===== src/rtl/core_cfg_pkg.sv =====
// Sizes and index types of the core
// Physical tags 0 to num_arch-1 hold the architectural state after reset
// The free list starts with the remaining tags

package core_cfg_pkg;

  localparam int data_width = 16;
  localparam int num_arch   = 8;
  localparam int num_phys   = 16;
  localparam int num_rob    = 8;
  localparam int num_free   = num_phys - num_arch;   // Tags not mapped at reset
  localparam int num_rs     = 4;

  localparam int arch_bits = $clog2(num_arch);
  localparam int phys_bits = $clog2(num_phys);
  localparam int rob_bits  = $clog2(num_rob);
  localparam int rs_bits   = $clog2(num_rs);
  localparam int free_bits = $clog2(num_free);

  // First tag handed out by the free list after reset
  localparam int first_free_tag = num_arch;

  typedef logic [data_width-1:0] data_t;
  typedef logic [arch_bits-1:0]  arch_reg_t;
  typedef logic [phys_bits-1:0]  phys_reg_t;
  typedef logic [rob_bits-1:0]   rob_idx_t;
  typedef logic [rs_bits-1:0]    rs_idx_t;

endpackage


===== src/rtl/isa_pkg.sv =====
// Instruction set of the core
// Every opcode outside opcode_t is illegal and stops the core
// Immediate of load-immediate is zero-extended

package isa_pkg;

  localparam int inst_width = 16;

  // Field positions
  localparam int op_hi  = 15;
  localparam int op_lo  = 12;
  localparam int rd_hi  = 11;
  localparam int rd_lo  = 9;
  localparam int rs1_hi = 8;
  localparam int rs1_lo = 6;
  localparam int rs2_hi = 5;
  localparam int rs2_lo = 3;
  localparam int imm_hi = 8;
  localparam int imm_lo = 0;

  typedef logic [inst_width-1:0] inst_t;

  typedef enum logic [3:0] {
    op_add  = 4'h0,
    op_sub  = 4'h1,
    op_and  = 4'h2,
    op_xor  = 4'h3,
    op_li   = 4'h4,
    op_halt = 4'hf
  } opcode_t;

  // Five operations, so three bits
  typedef enum logic [2:0] {alu_add, alu_sub, alu_and, alu_xor, alu_pass} alu_op_t;

  typedef enum logic [1:0] {st_running, st_halted, st_illegal} core_status_t;

endpackage


===== src/rtl/decoder.sv =====
// Purely combinational instruction decode
// Halt and illegal opcodes never reach the functional unit

`timescale 1ns/1ns

module decoder (
  input  isa_pkg::inst_t          inst,
  output isa_pkg::alu_op_t        alu_op,
  output core_cfg_pkg::arch_reg_t rd,
  output core_cfg_pkg::arch_reg_t rs1,
  output core_cfg_pkg::arch_reg_t rs2,
  output core_cfg_pkg::data_t     imm,
  output logic                    uses_fu,
  output logic                    use_imm,
  output logic                    writes_rd,
  output logic                    is_stop,
  output logic                    stop_illegal
);
  import core_cfg_pkg::*;
  import isa_pkg::*;

  opcode_t opc;

  assign opc = opcode_t'(inst[op_hi:op_lo]);
  assign rd  = inst[rd_hi:rd_lo];
  assign rs1 = inst[rs1_hi:rs1_lo];
  assign rs2 = inst[rs2_hi:rs2_lo];
  assign imm = data_t'(inst[imm_hi:imm_lo]);  // Zero-extend

  always_comb begin
    alu_op       = alu_pass;
    uses_fu      = 1'b1;
    use_imm      = 1'b0;
    is_stop      = 1'b0;
    stop_illegal = 1'b0;
    case (opc)
      op_add:  alu_op = alu_add;
      op_sub:  alu_op = alu_sub;
      op_and:  alu_op = alu_and;
      op_xor:  alu_op = alu_xor;
      op_li:   use_imm = 1'b1;     // Pass immediate as operand B
      op_halt: begin
        uses_fu = 1'b0;
        is_stop = 1'b1;
      end
      default: begin
        uses_fu      = 1'b0;
        is_stop      = 1'b1;
        stop_illegal = 1'b1;
      end
    endcase
  end

  assign writes_rd = uses_fu;   // Every ALU operation writes rd

endmodule


===== src/rtl/map_table.sv =====
// Speculative rename map, no rollback
// Reads see the map before the update of the same cycle

`timescale 1ns/1ns

module map_table (
  input  logic                    clock,
  input  logic                    reset,
  input  logic                    dispatch_en,
  input  logic                    writes_rd,
  input  core_cfg_pkg::arch_reg_t rs1,
  input  core_cfg_pkg::arch_reg_t rs2,
  input  core_cfg_pkg::arch_reg_t rd,
  input  core_cfg_pkg::phys_reg_t new_tag,
  output core_cfg_pkg::phys_reg_t src1_tag,
  output core_cfg_pkg::phys_reg_t src2_tag,
  output core_cfg_pkg::phys_reg_t old_tag
);
  import core_cfg_pkg::*;

  phys_reg_t map_q [num_arch];

  assign src1_tag = map_q[rs1];
  assign src2_tag = map_q[rs2];
  assign old_tag  = map_q[rd];    // Freed when this instruction retires

  always_ff @(posedge clock) begin
    if (reset) begin
      // Identity map
      for (int i = 0; i < num_arch; i++) begin
        map_q[i] <= phys_reg_t'(i);
      end
    end else if (dispatch_en && writes_rd) begin
      map_q[rd] <= new_tag;
    end
  end

endmodule


===== src/rtl/free_list.sv =====
// Circular queue of free physical tags
// Pop at dispatch of a writer, push of the old tag at retire
// Never overflows, since only tags taken from it come back

`timescale 1ns/1ns

module free_list (
  input  logic                    clock,
  input  logic                    reset,
  input  logic                    dispatch_en,
  input  logic                    writes_rd,
  input  logic                    retire_en,
  input  core_cfg_pkg::phys_reg_t retire_old_tag,
  output core_cfg_pkg::phys_reg_t new_tag,
  output logic                    fl_ready
);
  import core_cfg_pkg::*;

  phys_reg_t            fifo_q [num_free];
  logic [free_bits-1:0] head;
  logic [free_bits-1:0] tail;
  logic [free_bits:0]   count;
  logic                 pop;

  assign pop      = dispatch_en && writes_rd;
  assign new_tag  = fifo_q[head];
  assign fl_ready = (count != '0);

  always_ff @(posedge clock) begin
    if (reset) begin
      head  <= '0;
      tail  <= '0;                               // Full, so tail meets head
      count <= (free_bits + 1)'(num_free);
      for (int i = 0; i < num_free; i++) begin
        fifo_q[i] <= phys_reg_t'(first_free_tag + i);
      end
    end else begin
      if (pop) head <= head + 1'b1;
      if (retire_en) begin
        fifo_q[tail] <= retire_old_tag;
        tail         <= tail + 1'b1;
      end
      if (pop && !retire_en) count <= count - 1'b1;
      else if (!pop && retire_en) count <= count + 1'b1;
    end
  end

endmodule


===== src/rtl/rob.sv =====
// Reorder buffer, in-order retire of one entry per cycle
// Halt and illegal enter complete and freeze the core when they reach the head
// Only reset leaves the stopped state

`timescale 1ns/1ns

module rob (
  input  logic                       clock,
  input  logic                       reset,
  input  logic                       dispatch_en,
  input  logic                       writes_rd,
  input  core_cfg_pkg::arch_reg_t    rd,
  input  core_cfg_pkg::phys_reg_t    new_tag,
  input  core_cfg_pkg::phys_reg_t    old_tag,
  input  logic                       uses_fu,
  input  logic                       is_stop,
  input  logic                       stop_illegal,
  input  logic                       cdb_valid,
  input  core_cfg_pkg::rob_idx_t     cdb_rob_idx,
  input  core_cfg_pkg::data_t        cdb_value,
  output core_cfg_pkg::rob_idx_t     rob_tail_idx,
  output logic                       rob_ready,
  output logic                       retire_en,
  output core_cfg_pkg::phys_reg_t    retire_old_tag,
  output logic                       retire_valid,
  output core_cfg_pkg::arch_reg_t    retire_rd,
  output core_cfg_pkg::data_t        retire_value,
  output isa_pkg::core_status_t      status
);
  import core_cfg_pkg::*;
  import isa_pkg::*;

  arch_reg_t          rd_q    [num_rob];
  phys_reg_t          new_q   [num_rob];
  phys_reg_t          old_q   [num_rob];
  data_t              value_q [num_rob];
  logic [num_rob-1:0] done_q;
  logic [num_rob-1:0] stop_q;
  logic [num_rob-1:0] ill_q;
  rob_idx_t           head;
  rob_idx_t           tail;
  logic [rob_bits:0]  count;
  logic               stop_seen;   // Halt or illegal dispatched
  logic               head_ok;
  logic               retiring;

  assign rob_tail_idx = tail;
  assign rob_ready    = (count != (rob_bits + 1)'(num_rob)) && !stop_seen;

  assign head_ok  = (count != '0) && done_q[head] && (status == st_running);
  assign retiring = head_ok && !stop_q[head];

  assign retire_valid   = retiring;
  assign retire_rd      = rd_q[head];
  assign retire_value   = value_q[head];
  assign retire_old_tag = old_q[head];
  // Non-writers hold equal tags, so nothing goes back to the free list
  assign retire_en      = retiring && (new_q[head] != old_q[head]);

  //////////////////////////////////////////////////////////////////////
  // Pointers and status
  //////////////////////////////////////////////////////////////////////
  always_ff @(posedge clock) begin
    if (reset) begin
      head      <= '0;
      tail      <= '0;
      count     <= '0;
      stop_seen <= 1'b0;
      status    <= st_running;
    end else begin
      if (dispatch_en) begin
        tail <= tail + 1'b1;
        if (is_stop) stop_seen <= 1'b1;
      end
      if (retiring) head <= head + 1'b1;
      if (dispatch_en && !retiring) count <= count + 1'b1;
      else if (!dispatch_en && retiring) count <= count - 1'b1;
      if (head_ok && stop_q[head]) begin
        status <= ill_q[head] ? st_illegal : st_halted;
      end
    end
  end

  //////////////////////////////////////////////////////////////////////
  // Entry contents
  //////////////////////////////////////////////////////////////////////
  always_ff @(posedge clock) begin
    if (cdb_valid) begin
      done_q[cdb_rob_idx]  <= 1'b1;
      value_q[cdb_rob_idx] <= cdb_value;
    end
    if (dispatch_en) begin
      rd_q[tail]   <= rd;
      new_q[tail]  <= writes_rd ? new_tag : old_tag;
      old_q[tail]  <= old_tag;
      done_q[tail] <= !uses_fu;       // Stops are complete at once
      stop_q[tail] <= is_stop;
      ill_q[tail]  <= stop_illegal;
    end
  end

endmodule


===== src/rtl/res_station.sv =====
// Four-entry reservation station for the single ALU
// Fills the lowest free entry, issues the lowest entry with both sources ready
// Issue is combinational from registered ready bits

`timescale 1ns/1ns

module res_station (
  input  logic                    clock,
  input  logic                    reset,
  input  logic                    dispatch_en,
  input  logic                    uses_fu,
  input  isa_pkg::alu_op_t        alu_op,
  input  logic                    use_imm,
  input  core_cfg_pkg::data_t     imm,
  input  core_cfg_pkg::phys_reg_t src1_tag,
  input  core_cfg_pkg::phys_reg_t src2_tag,
  input  logic                    src1_ready,
  input  logic                    src2_ready,
  input  core_cfg_pkg::phys_reg_t new_tag,
  input  core_cfg_pkg::rob_idx_t  rob_tail_idx,
  input  logic                    cdb_valid,
  input  core_cfg_pkg::phys_reg_t cdb_tag,
  output logic                    rs_ready,
  output logic                    issue_valid,
  output isa_pkg::alu_op_t        issue_op,
  output core_cfg_pkg::phys_reg_t issue_src1_tag,
  output core_cfg_pkg::phys_reg_t issue_src2_tag,
  output logic                    issue_use_imm,
  output core_cfg_pkg::data_t     issue_imm,
  output core_cfg_pkg::phys_reg_t issue_dest_tag,
  output core_cfg_pkg::rob_idx_t  issue_rob_idx
);
  import core_cfg_pkg::*;
  import isa_pkg::*;

  logic [num_rs-1:0] valid_q;
  logic [num_rs-1:0] rdy1_q;
  logic [num_rs-1:0] rdy2_q;
  alu_op_t           op_q     [num_rs];
  logic [num_rs-1:0] imm_sel_q;
  data_t             imm_q    [num_rs];
  phys_reg_t         tag1_q   [num_rs];
  phys_reg_t         tag2_q   [num_rs];
  phys_reg_t         dest_q   [num_rs];
  rob_idx_t          rob_q    [num_rs];
  logic              free_found;
  rs_idx_t           free_idx;
  rs_idx_t           issue_idx;
  logic              wr_en;
  logic              in_rdy1;
  logic              in_rdy2;

  // Lowest free and lowest ready entry
  always_comb begin
    free_found  = 1'b0;
    free_idx    = '0;
    issue_valid = 1'b0;
    issue_idx   = '0;
    for (int i = num_rs - 1; i >= 0; i--) begin
      if (!valid_q[i]) begin
        free_found = 1'b1;
        free_idx   = rs_idx_t'(i);
      end
      if (valid_q[i] && rdy1_q[i] && rdy2_q[i]) begin
        issue_valid = 1'b1;
        issue_idx   = rs_idx_t'(i);
      end
    end
  end

  assign rs_ready = free_found;
  assign wr_en    = dispatch_en && uses_fu;

  // Immediate ops need no source, bus hits in the dispatch cycle count as ready
  assign in_rdy1 = use_imm || src1_ready || (cdb_valid && cdb_tag == src1_tag);
  assign in_rdy2 = use_imm || src2_ready || (cdb_valid && cdb_tag == src2_tag);

  always_ff @(posedge clock) begin
    if (reset) begin
      valid_q <= '0;
    end else begin
      if (issue_valid) valid_q[issue_idx] <= 1'b0;
      if (wr_en) valid_q[free_idx] <= 1'b1;
    end
  end

  always_ff @(posedge clock) begin
    for (int i = 0; i < num_rs; i++) begin
      if (cdb_valid && tag1_q[i] == cdb_tag) rdy1_q[i] <= 1'b1;   // Wakeup
      if (cdb_valid && tag2_q[i] == cdb_tag) rdy2_q[i] <= 1'b1;
    end
    if (wr_en) begin
      op_q[free_idx]      <= alu_op;
      imm_sel_q[free_idx] <= use_imm;
      imm_q[free_idx]     <= imm;
      tag1_q[free_idx]    <= src1_tag;
      tag2_q[free_idx]    <= src2_tag;
      rdy1_q[free_idx]    <= in_rdy1;
      rdy2_q[free_idx]    <= in_rdy2;
      dest_q[free_idx]    <= new_tag;
      rob_q[free_idx]     <= rob_tail_idx;
    end
  end

  assign issue_op       = op_q[issue_idx];
  assign issue_src1_tag = tag1_q[issue_idx];
  assign issue_src2_tag = tag2_q[issue_idx];
  assign issue_use_imm  = imm_sel_q[issue_idx];
  assign issue_imm      = imm_q[issue_idx];
  assign issue_dest_tag = dest_q[issue_idx];
  assign issue_rob_idx  = rob_q[issue_idx];

endmodule


===== src/rtl/phys_regfile.sv =====
// Physical register values and ready bits
// Reset leaves every register zero and ready
// Bus write and rename clear never hit the same tag

`timescale 1ns/1ns

module phys_regfile (
  input  logic                    clock,
  input  logic                    reset,
  input  logic                    dispatch_en,
  input  logic                    writes_rd,
  input  core_cfg_pkg::phys_reg_t new_tag,
  input  core_cfg_pkg::phys_reg_t src1_tag,
  input  core_cfg_pkg::phys_reg_t src2_tag,
  input  logic                    cdb_valid,
  input  core_cfg_pkg::phys_reg_t cdb_tag,
  input  core_cfg_pkg::data_t     cdb_value,
  input  core_cfg_pkg::phys_reg_t issue_src1_tag,
  input  core_cfg_pkg::phys_reg_t issue_src2_tag,
  output logic                    src1_ready,
  output logic                    src2_ready,
  output core_cfg_pkg::data_t     op_a,
  output core_cfg_pkg::data_t     op_b
);
  import core_cfg_pkg::*;

  data_t               value_q [num_phys];
  logic [num_phys-1:0] ready_q;

  assign src1_ready = ready_q[src1_tag];   // Dispatch-time lookup
  assign src2_ready = ready_q[src2_tag];

  // Issue read with bus bypass
  assign op_a = (cdb_valid && cdb_tag == issue_src1_tag) ? cdb_value : value_q[issue_src1_tag];
  assign op_b = (cdb_valid && cdb_tag == issue_src2_tag) ? cdb_value : value_q[issue_src2_tag];

  always_ff @(posedge clock) begin
    if (reset) begin
      ready_q <= '1;
      for (int i = 0; i < num_phys; i++) begin
        value_q[i] <= '0;
      end
    end else begin
      if (cdb_valid) begin
        value_q[cdb_tag] <= cdb_value;
        ready_q[cdb_tag] <= 1'b1;
      end
      if (dispatch_en && writes_rd) ready_q[new_tag] <= 1'b0;   // Fresh rename
    end
  end

endmodule


===== src/rtl/alu_fu.sv =====
// Two-stage ALU, the only driver of the result bus
// Result is on the bus two cycles after issue, one result per cycle at most

`timescale 1ns/1ns

module alu_fu (
  input  logic                    clock,
  input  logic                    reset,
  input  logic                    issue_valid,
  input  isa_pkg::alu_op_t        issue_op,
  input  core_cfg_pkg::data_t     op_a,
  input  core_cfg_pkg::data_t     op_b,
  input  logic                    issue_use_imm,
  input  core_cfg_pkg::data_t     issue_imm,
  input  core_cfg_pkg::phys_reg_t issue_dest_tag,
  input  core_cfg_pkg::rob_idx_t  issue_rob_idx,
  output logic                    cdb_valid,
  output core_cfg_pkg::phys_reg_t cdb_tag,
  output core_cfg_pkg::rob_idx_t  cdb_rob_idx,
  output core_cfg_pkg::data_t     cdb_value
);
  import core_cfg_pkg::*;
  import isa_pkg::*;

  logic      s1_valid;
  alu_op_t   s1_op;
  data_t     s1_a;
  data_t     s1_b;
  phys_reg_t s1_tag;
  rob_idx_t  s1_rob;
  data_t     result;

  always_comb begin
    case (s1_op)
      alu_add: result = s1_a + s1_b;
      alu_sub: result = s1_a - s1_b;
      alu_and: result = s1_a & s1_b;
      alu_xor: result = s1_a ^ s1_b;
      default: result = s1_b;          // Pass, load-immediate
    endcase
  end

  always_ff @(posedge clock) begin
    if (reset) begin
      s1_valid  <= 1'b0;
      cdb_valid <= 1'b0;
    end else begin
      s1_valid  <= issue_valid;
      cdb_valid <= s1_valid;
    end
  end

  always_ff @(posedge clock) begin
    // Stage 1
    s1_op  <= issue_op;
    s1_a   <= op_a;
    s1_b   <= issue_use_imm ? issue_imm : op_b;
    s1_tag <= issue_dest_tag;
    s1_rob <= issue_rob_idx;
    // Stage 2, bus outputs
    cdb_tag     <= s1_tag;
    cdb_rob_idx <= s1_rob;
    cdb_value   <= result;
  end

endmodule


===== src/rtl/ooo_pipeline.sv =====
// Top of the out-of-order core
// Source holds inst until dispatch_ready and inst_valid meet at a rising edge
// dispatch_ready never depends on inst_valid

`timescale 1ns/1ns

module ooo_pipeline (
  input  logic                    clock,
  input  logic                    reset,
  input  logic                    inst_valid,
  input  isa_pkg::inst_t          inst,
  output logic                    dispatch_ready,
  output logic                    retire_valid,
  output core_cfg_pkg::arch_reg_t retire_rd,
  output core_cfg_pkg::data_t     retire_value,
  output isa_pkg::core_status_t   status
);
  import core_cfg_pkg::*;
  import isa_pkg::*;

  alu_op_t   alu_op, issue_op;
  arch_reg_t rd, rs1, rs2;
  data_t     imm, issue_imm, op_a, op_b, cdb_value;
  logic      uses_fu, use_imm, writes_rd, is_stop, stop_illegal;
  phys_reg_t src1_tag, src2_tag, old_tag, new_tag, retire_old_tag;
  phys_reg_t issue_src1_tag, issue_src2_tag, issue_dest_tag, cdb_tag;
  rob_idx_t  rob_tail_idx, issue_rob_idx, cdb_rob_idx;
  logic      rob_ready, rs_ready, fl_ready, dispatch_en;
  logic      src1_ready, src2_ready, retire_en;
  logic      issue_valid, issue_use_imm, cdb_valid;

  //////////////////////////////////////////////////////////////////////
  // Dispatch enable
  //////////////////////////////////////////////////////////////////////
  assign dispatch_ready = rob_ready && rs_ready && fl_ready;
  assign dispatch_en    = inst_valid && dispatch_ready;

  decoder decoder_0 (
    .inst(inst), .alu_op(alu_op), .rd(rd), .rs1(rs1), .rs2(rs2), .imm(imm),
    .uses_fu(uses_fu), .use_imm(use_imm), .writes_rd(writes_rd),
    .is_stop(is_stop), .stop_illegal(stop_illegal)
  );

  map_table map_table_0 (
    .clock(clock), .reset(reset), .dispatch_en(dispatch_en), .writes_rd(writes_rd),
    .rs1(rs1), .rs2(rs2), .rd(rd), .new_tag(new_tag),
    .src1_tag(src1_tag), .src2_tag(src2_tag), .old_tag(old_tag)
  );

  free_list free_list_0 (
    .clock(clock), .reset(reset), .dispatch_en(dispatch_en), .writes_rd(writes_rd),
    .retire_en(retire_en), .retire_old_tag(retire_old_tag),
    .new_tag(new_tag), .fl_ready(fl_ready)
  );

  rob rob_0 (
    .clock(clock), .reset(reset), .dispatch_en(dispatch_en), .writes_rd(writes_rd),
    .rd(rd), .new_tag(new_tag), .old_tag(old_tag), .uses_fu(uses_fu),
    .is_stop(is_stop), .stop_illegal(stop_illegal),
    .cdb_valid(cdb_valid), .cdb_rob_idx(cdb_rob_idx), .cdb_value(cdb_value),
    .rob_tail_idx(rob_tail_idx), .rob_ready(rob_ready),
    .retire_en(retire_en), .retire_old_tag(retire_old_tag),
    .retire_valid(retire_valid), .retire_rd(retire_rd),
    .retire_value(retire_value), .status(status)
  );

  //////////////////////////////////////////////////////////////////////
  // Issue, execute and broadcast
  //////////////////////////////////////////////////////////////////////
  res_station res_station_0 (
    .clock(clock), .reset(reset), .dispatch_en(dispatch_en), .uses_fu(uses_fu),
    .alu_op(alu_op), .use_imm(use_imm), .imm(imm),
    .src1_tag(src1_tag), .src2_tag(src2_tag),
    .src1_ready(src1_ready), .src2_ready(src2_ready),
    .new_tag(new_tag), .rob_tail_idx(rob_tail_idx),
    .cdb_valid(cdb_valid), .cdb_tag(cdb_tag), .rs_ready(rs_ready),
    .issue_valid(issue_valid), .issue_op(issue_op),
    .issue_src1_tag(issue_src1_tag), .issue_src2_tag(issue_src2_tag),
    .issue_use_imm(issue_use_imm), .issue_imm(issue_imm),
    .issue_dest_tag(issue_dest_tag), .issue_rob_idx(issue_rob_idx)
  );

  phys_regfile phys_regfile_0 (
    .clock(clock), .reset(reset), .dispatch_en(dispatch_en), .writes_rd(writes_rd),
    .new_tag(new_tag), .src1_tag(src1_tag), .src2_tag(src2_tag),
    .cdb_valid(cdb_valid), .cdb_tag(cdb_tag), .cdb_value(cdb_value),
    .issue_src1_tag(issue_src1_tag), .issue_src2_tag(issue_src2_tag),
    .src1_ready(src1_ready), .src2_ready(src2_ready), .op_a(op_a), .op_b(op_b)
  );

  alu_fu alu_fu_0 (
    .clock(clock), .reset(reset), .issue_valid(issue_valid), .issue_op(issue_op),
    .op_a(op_a), .op_b(op_b), .issue_use_imm(issue_use_imm), .issue_imm(issue_imm),
    .issue_dest_tag(issue_dest_tag), .issue_rob_idx(issue_rob_idx),
    .cdb_valid(cdb_valid), .cdb_tag(cdb_tag),
    .cdb_rob_idx(cdb_rob_idx), .cdb_value(cdb_value)
  );

endmodule


===== config.mk =====
export PLATFORM = sky130hd
export DESIGN_NAME = ooo_pipeline
export DESIGN_NICKNAME = d
export VERILOG_FILES = /design/src/rtl/core_cfg_pkg.sv /design/src/rtl/isa_pkg.sv /design/src/rtl/decoder.sv /design/src/rtl/map_table.sv /design/src/rtl/free_list.sv /design/src/rtl/rob.sv /design/src/rtl/res_station.sv /design/src/rtl/phys_regfile.sv /design/src/rtl/alu_fu.sv /design/src/rtl/ooo_pipeline.sv
export SDC_FILE = /design/constraint.sdc
export NUM_CORES = 1
export LEC_CHECK = 0
export CELL_PAD_IN_SITES_DETAIL_PLACEMENT = 1
export CELL_PAD_IN_SITES_GLOBAL_PLACEMENT = 1
export CORE_ASPECT_RATIO = 1.25
export CORE_MARGIN = 2
export CORE_UTILIZATION = 40
export CTS_CLUSTER_SIZE = 24
export DETAILED_ROUTE_END_ITERATION = 8
export DONT_BUFFER_PORTS = 1
export PLACE_DENSITY = 0.65
export SYNTH_ARGS = -nofsm -noshare
export SYNTH_HDL_FRONTEND = slang
export SYNTH_SLANG_ARGS = --single-unit

===== constraint.sdc =====
create_clock -name clock -period 12.2 [get_ports clock]
set_input_delay 1.83 -clock clock [delete_from_list [all_inputs] [get_ports clock]]
set_output_delay 1.83 -clock clock [all_outputs]
set_load 0.02 [all_outputs]

==> flow_metrics.env <==
export IMPL_initial_utilization_pct=40.4
export IMPL_worst_r2r_setup_slack_ns=7.22
export IMPL_setup_viol=0
export IMPL_layout_min_cycle_time_ns=5.00
export IMPL_drt_iter0_markers=1602
export IMPL_place_port_buffers=0
export IMPL_design_die_area_mm2=0.0963
export IMPL_r2r_end="alu_fu_0.s1_a[9]"
export IMPL_firstDrtPassIters=8
export IMPL_core_area_mm2=0.0929
export IMPL_dieHeight_um=346
export IMPL_overall_routing_resource_usage_pct=22.8
export IMPL_totalWireLength_um=111000
export IMPL_fraction_of_registers_with_async_set_or_reset_after_synthesis_pct=0
export IMPL_clock_latency_ns=0.65
export IMPL_antenna_diode_count=0
export IMPL_num_vias=24459
export IMPL_ys_top_cells_by_area="edfxtp_1 53%, dfxtp_1 7.0%, mux4_2 6.1%, and2_1 4.3%, mux2i_1 3.3%"
export IMPL_hold_path_cell_count=0
export IMPL_drv_max_cap_violation_count=0
export IMPL_numCtsBuffers=86
export IMPL_grt_first_pass_wirelength_um=166000
export IMPL_synthesis_instances=2894
export IMPL_number_of_global_route_vias_before_repair=26502
export IMPL_yosysWarningCount=0
export IMPL_finalNonFillerCells=4133
export IMPL_yosysTopAreaCellShare_pct=53.2
export IMPL_synth_seq_area_share_pct=60.2
export IMPL_timing_final_max_slew_violations=0
export IMPL_slew_headroom_pct=11.3
export IMPL_gp_routability_congestion=0.847
export IMPL_hold_worst_slack_ns=0.326
export IMPL_hp_start="alu_fu_0.s1_tag[3]"
export IMPL_ctsHtreeMaxLevel=3
export IMPL_pwr_density_cell_mw_per_mm2=169
export IMPL_final_hold_viol_count=0
export IMPL_worst_setup_path_start_kind="input port"
export IMPL_final_util_pct=44.7
export IMPL_detailed_place_area_mm2=0.0388
export IMPL_cts_sink_count=796
export IMPL_min_delay_worst_endpoint="alu_fu_0.cdb_tag[3]"
export IMPL_part_of_the_cycle_the_worst_path_needs_pct=41.0
export IMPL_final_cell_area_excluding_filler_cells_mm2=0.0416
export IMPL_grt_antenna_before_repair=1
export IMPL_path_max_fanout=20
export IMPL_cp_required_ns=12.50
export IMPL_total_leakage_power_nw=14.4
export IMPL_cts_hold_repair_buffers=0
export IMPL_synth_largest_area_cell="edfxtp_1"
export IMPL_placementRows=125
export IMPL_layout_nets=2925
export IMPL_dp_cells=3979
export IMPL_fin_tns_setup_ns=0
export IMPL_post_route_cells_drive_above_1_share_pct=14.5
export IMPL_data_arrival_time_at_the_worst_slack_endpoint_ns=5.30
export IMPL_rsz_0062_raised_after_global_routing="false"
export IMPL_avgRoutedWirePerCell_um=26.8
export IMPL_routed_via_density=5.92
export IMPL_outcome="completed"
export IMPL_syn_nets=2958
export IMPL_prevailing_post_synth_register_cell="edfxtp_1"
export IMPL_grt_max_degree=75
export IMPL_antenna_left=0
export IMPL_fillers=9521
export IMPL_grt_overflow_total=0
export IMPL_max_clock_freq_ghz=0.200
export IMPL_fin_worst_skew_ns=0.0259
export IMPL_timing_critical_path_to_type="flip-flop"
export IMPL_floorplan_die_width_um=278
export IMPL_r2r_start="res_station_0.valid_q[0]"
export IMPL_post_synth_instance_area_mm2=0.0375
export IMPL_tritoncts="yes"
export IMPL_synth_edff_count=664
export IMPL_worstRegToRegCells=10
export IMPL_worst_pin_slew_ns=1.33
export IMPL_post_cts_setup_buffers=0
export IMPL_clk_pin_slew_worst_paths_ns=0.06
export IMPL_clockBufferDepth=3
export IMPL_synthesis_area_per_instance_um2=13.0
export IMPL_drc=0
export IMPL_yosys_register_bits=796
export IMPL_layout_area_overhead_pct=10.8
export IMPL_crit_type="input port to flip-flop"
export IMPL_max_vdd_ir_drop_mv=0.110
export IMPL_synth_cell_types=78
export IMPL_post_cts_resized=0
export IMPL_root_buffer="clkbuf_16"
export IMPL_pin_count=42
export IMPL_estimated_wirelength_of_the_detail_placed_design_um=73700
export IMPL_hp_class="flip-flop to flip-flop"
-- worst max-delay path, cell delays in order --
cell      delay (ns)
inv_1           0.08
nand2_1         0.10
a21oi_2         0.74
clkinv_1        0.58
nor2_2          0.47
nand3_1         0.20
nor3b_2         0.85
buf_4           0.45
-- layout by cell type, fill, tap and decap left out, types with 51 or more instances in the layout --
cell,instances
clkbuf_16,88
and3_1,54
nor2_1,149
mux2i_1,125
and2_1,260
edfxtp_1,664
nand2_1,280
buf_4,68
nor3_1,56
a31oi_1,51
dfxtp_1,130
nand3_1,53
a21oi_1,90
mux4_2,102
-- cell usage after synthesis, drive strengths merged, types with 39 or more instances --
cell type    n
a211oi      50
a21oi       94
a31oi       53
and2       260
and3        54
buf         76
clkbuf     113
dfxtp      132
edfxtp     664
ha          42
mux2        44
mux2i      129
mux4       102
nand2      281
nand3       58
nor2       164
nor3        62
o22ai       39
xnor2       43
xor2        49
-- worst max path at each step --
stage | to | from | depth (start not counted) | slack, ns
2_1_floorplan | res_station_0.dest_q[3][0] | inst[13] | 7 | 6.41
3_3_place_gp | free_list_0.count[3] | inst[12] | 12 | 6.65
3_5_place_dp | res_station_0.op_q[3][2] | inst[13] | 8 | 6.55
4_1_cts | res_station_0.imm_q[3][8] | inst[13] | 8 | 7.22
5_1_grt | res_station_0.dest_q[3][3] | inst[12] | 8 | 6.94
6_report | res_station_0.dest_q[3][3] | inst[13] | 8 | 7.20
-- per-layer routing --
| layer | track usage, % | share of wire (%) | up-vias |
|---|---|---|---|
| met5 | 0 | 0 | - |
| met4 | 8.67 | 3.7 | 0 |
| met3 | 2.83 | 3.8 | 200 |
| met2 | 41.8 | 53 | 596 |
| met1 | 27.1 | 40 | 12820 |
| li1 | - | - | 10843 |
-- cell type report --
cell class | instances | area (µm²) | share of cell area [%]
Sequential cell | 796 | 22600 | 54.3
Clock inverter | 39 | 379 | 0.912
Multi-Input combinational cell | 1871 | 14100 | 33.8
Inverter | 38 | 143 | 0.343
Timing Repair Buffer | 68 | 510 | 1.23
Clock buffer | 115 | 2390 | 5.76
Tap cell | 1206 | 1510 | 3.63
-- per-stage QoR --
step / total power [mW] / setup slack (ns)
after floorplan: 4.15 / 6.41
after global placement: 4.50 / 6.65
after detailed placement: 4.55 / 6.55
after CTS: 7.09 / 7.22
after global routing: 7.30 / 6.94
final: 7.04 / 7.20
-- report_power, final --
part	switching [mW]	internal, mW
combinational	0.695	0.462
sequential	0.201	3.12
clock	1.10	1.45
-- kinds of logic (layout without fill, tap and decap cells) --
family	Yosys count	in the layout	synth area share, %
xor+xnor	92	92	2.15
mux	275	275	11.0
fa+ha+maj	45	45	1.56
compound gates	463	463	8.87
flops	796	796	60.2
simple gates	996	996	13.5
buf+inv	227	260	2.69
-- registers in the layout (all words and copies together) (netlist names), 24 cells and up, named ones only --
register,flops
rob_0.value_q,128
res_station_0.imm_q,36
rob_0.old_q,32
free_list_0.fifo_q,32
map_table_0.map_q,32
rob_0.rd_q,24
phys_regfile_0.value_q,256
rob_0.new_q,32
Power figures use the tool's default switching activity.
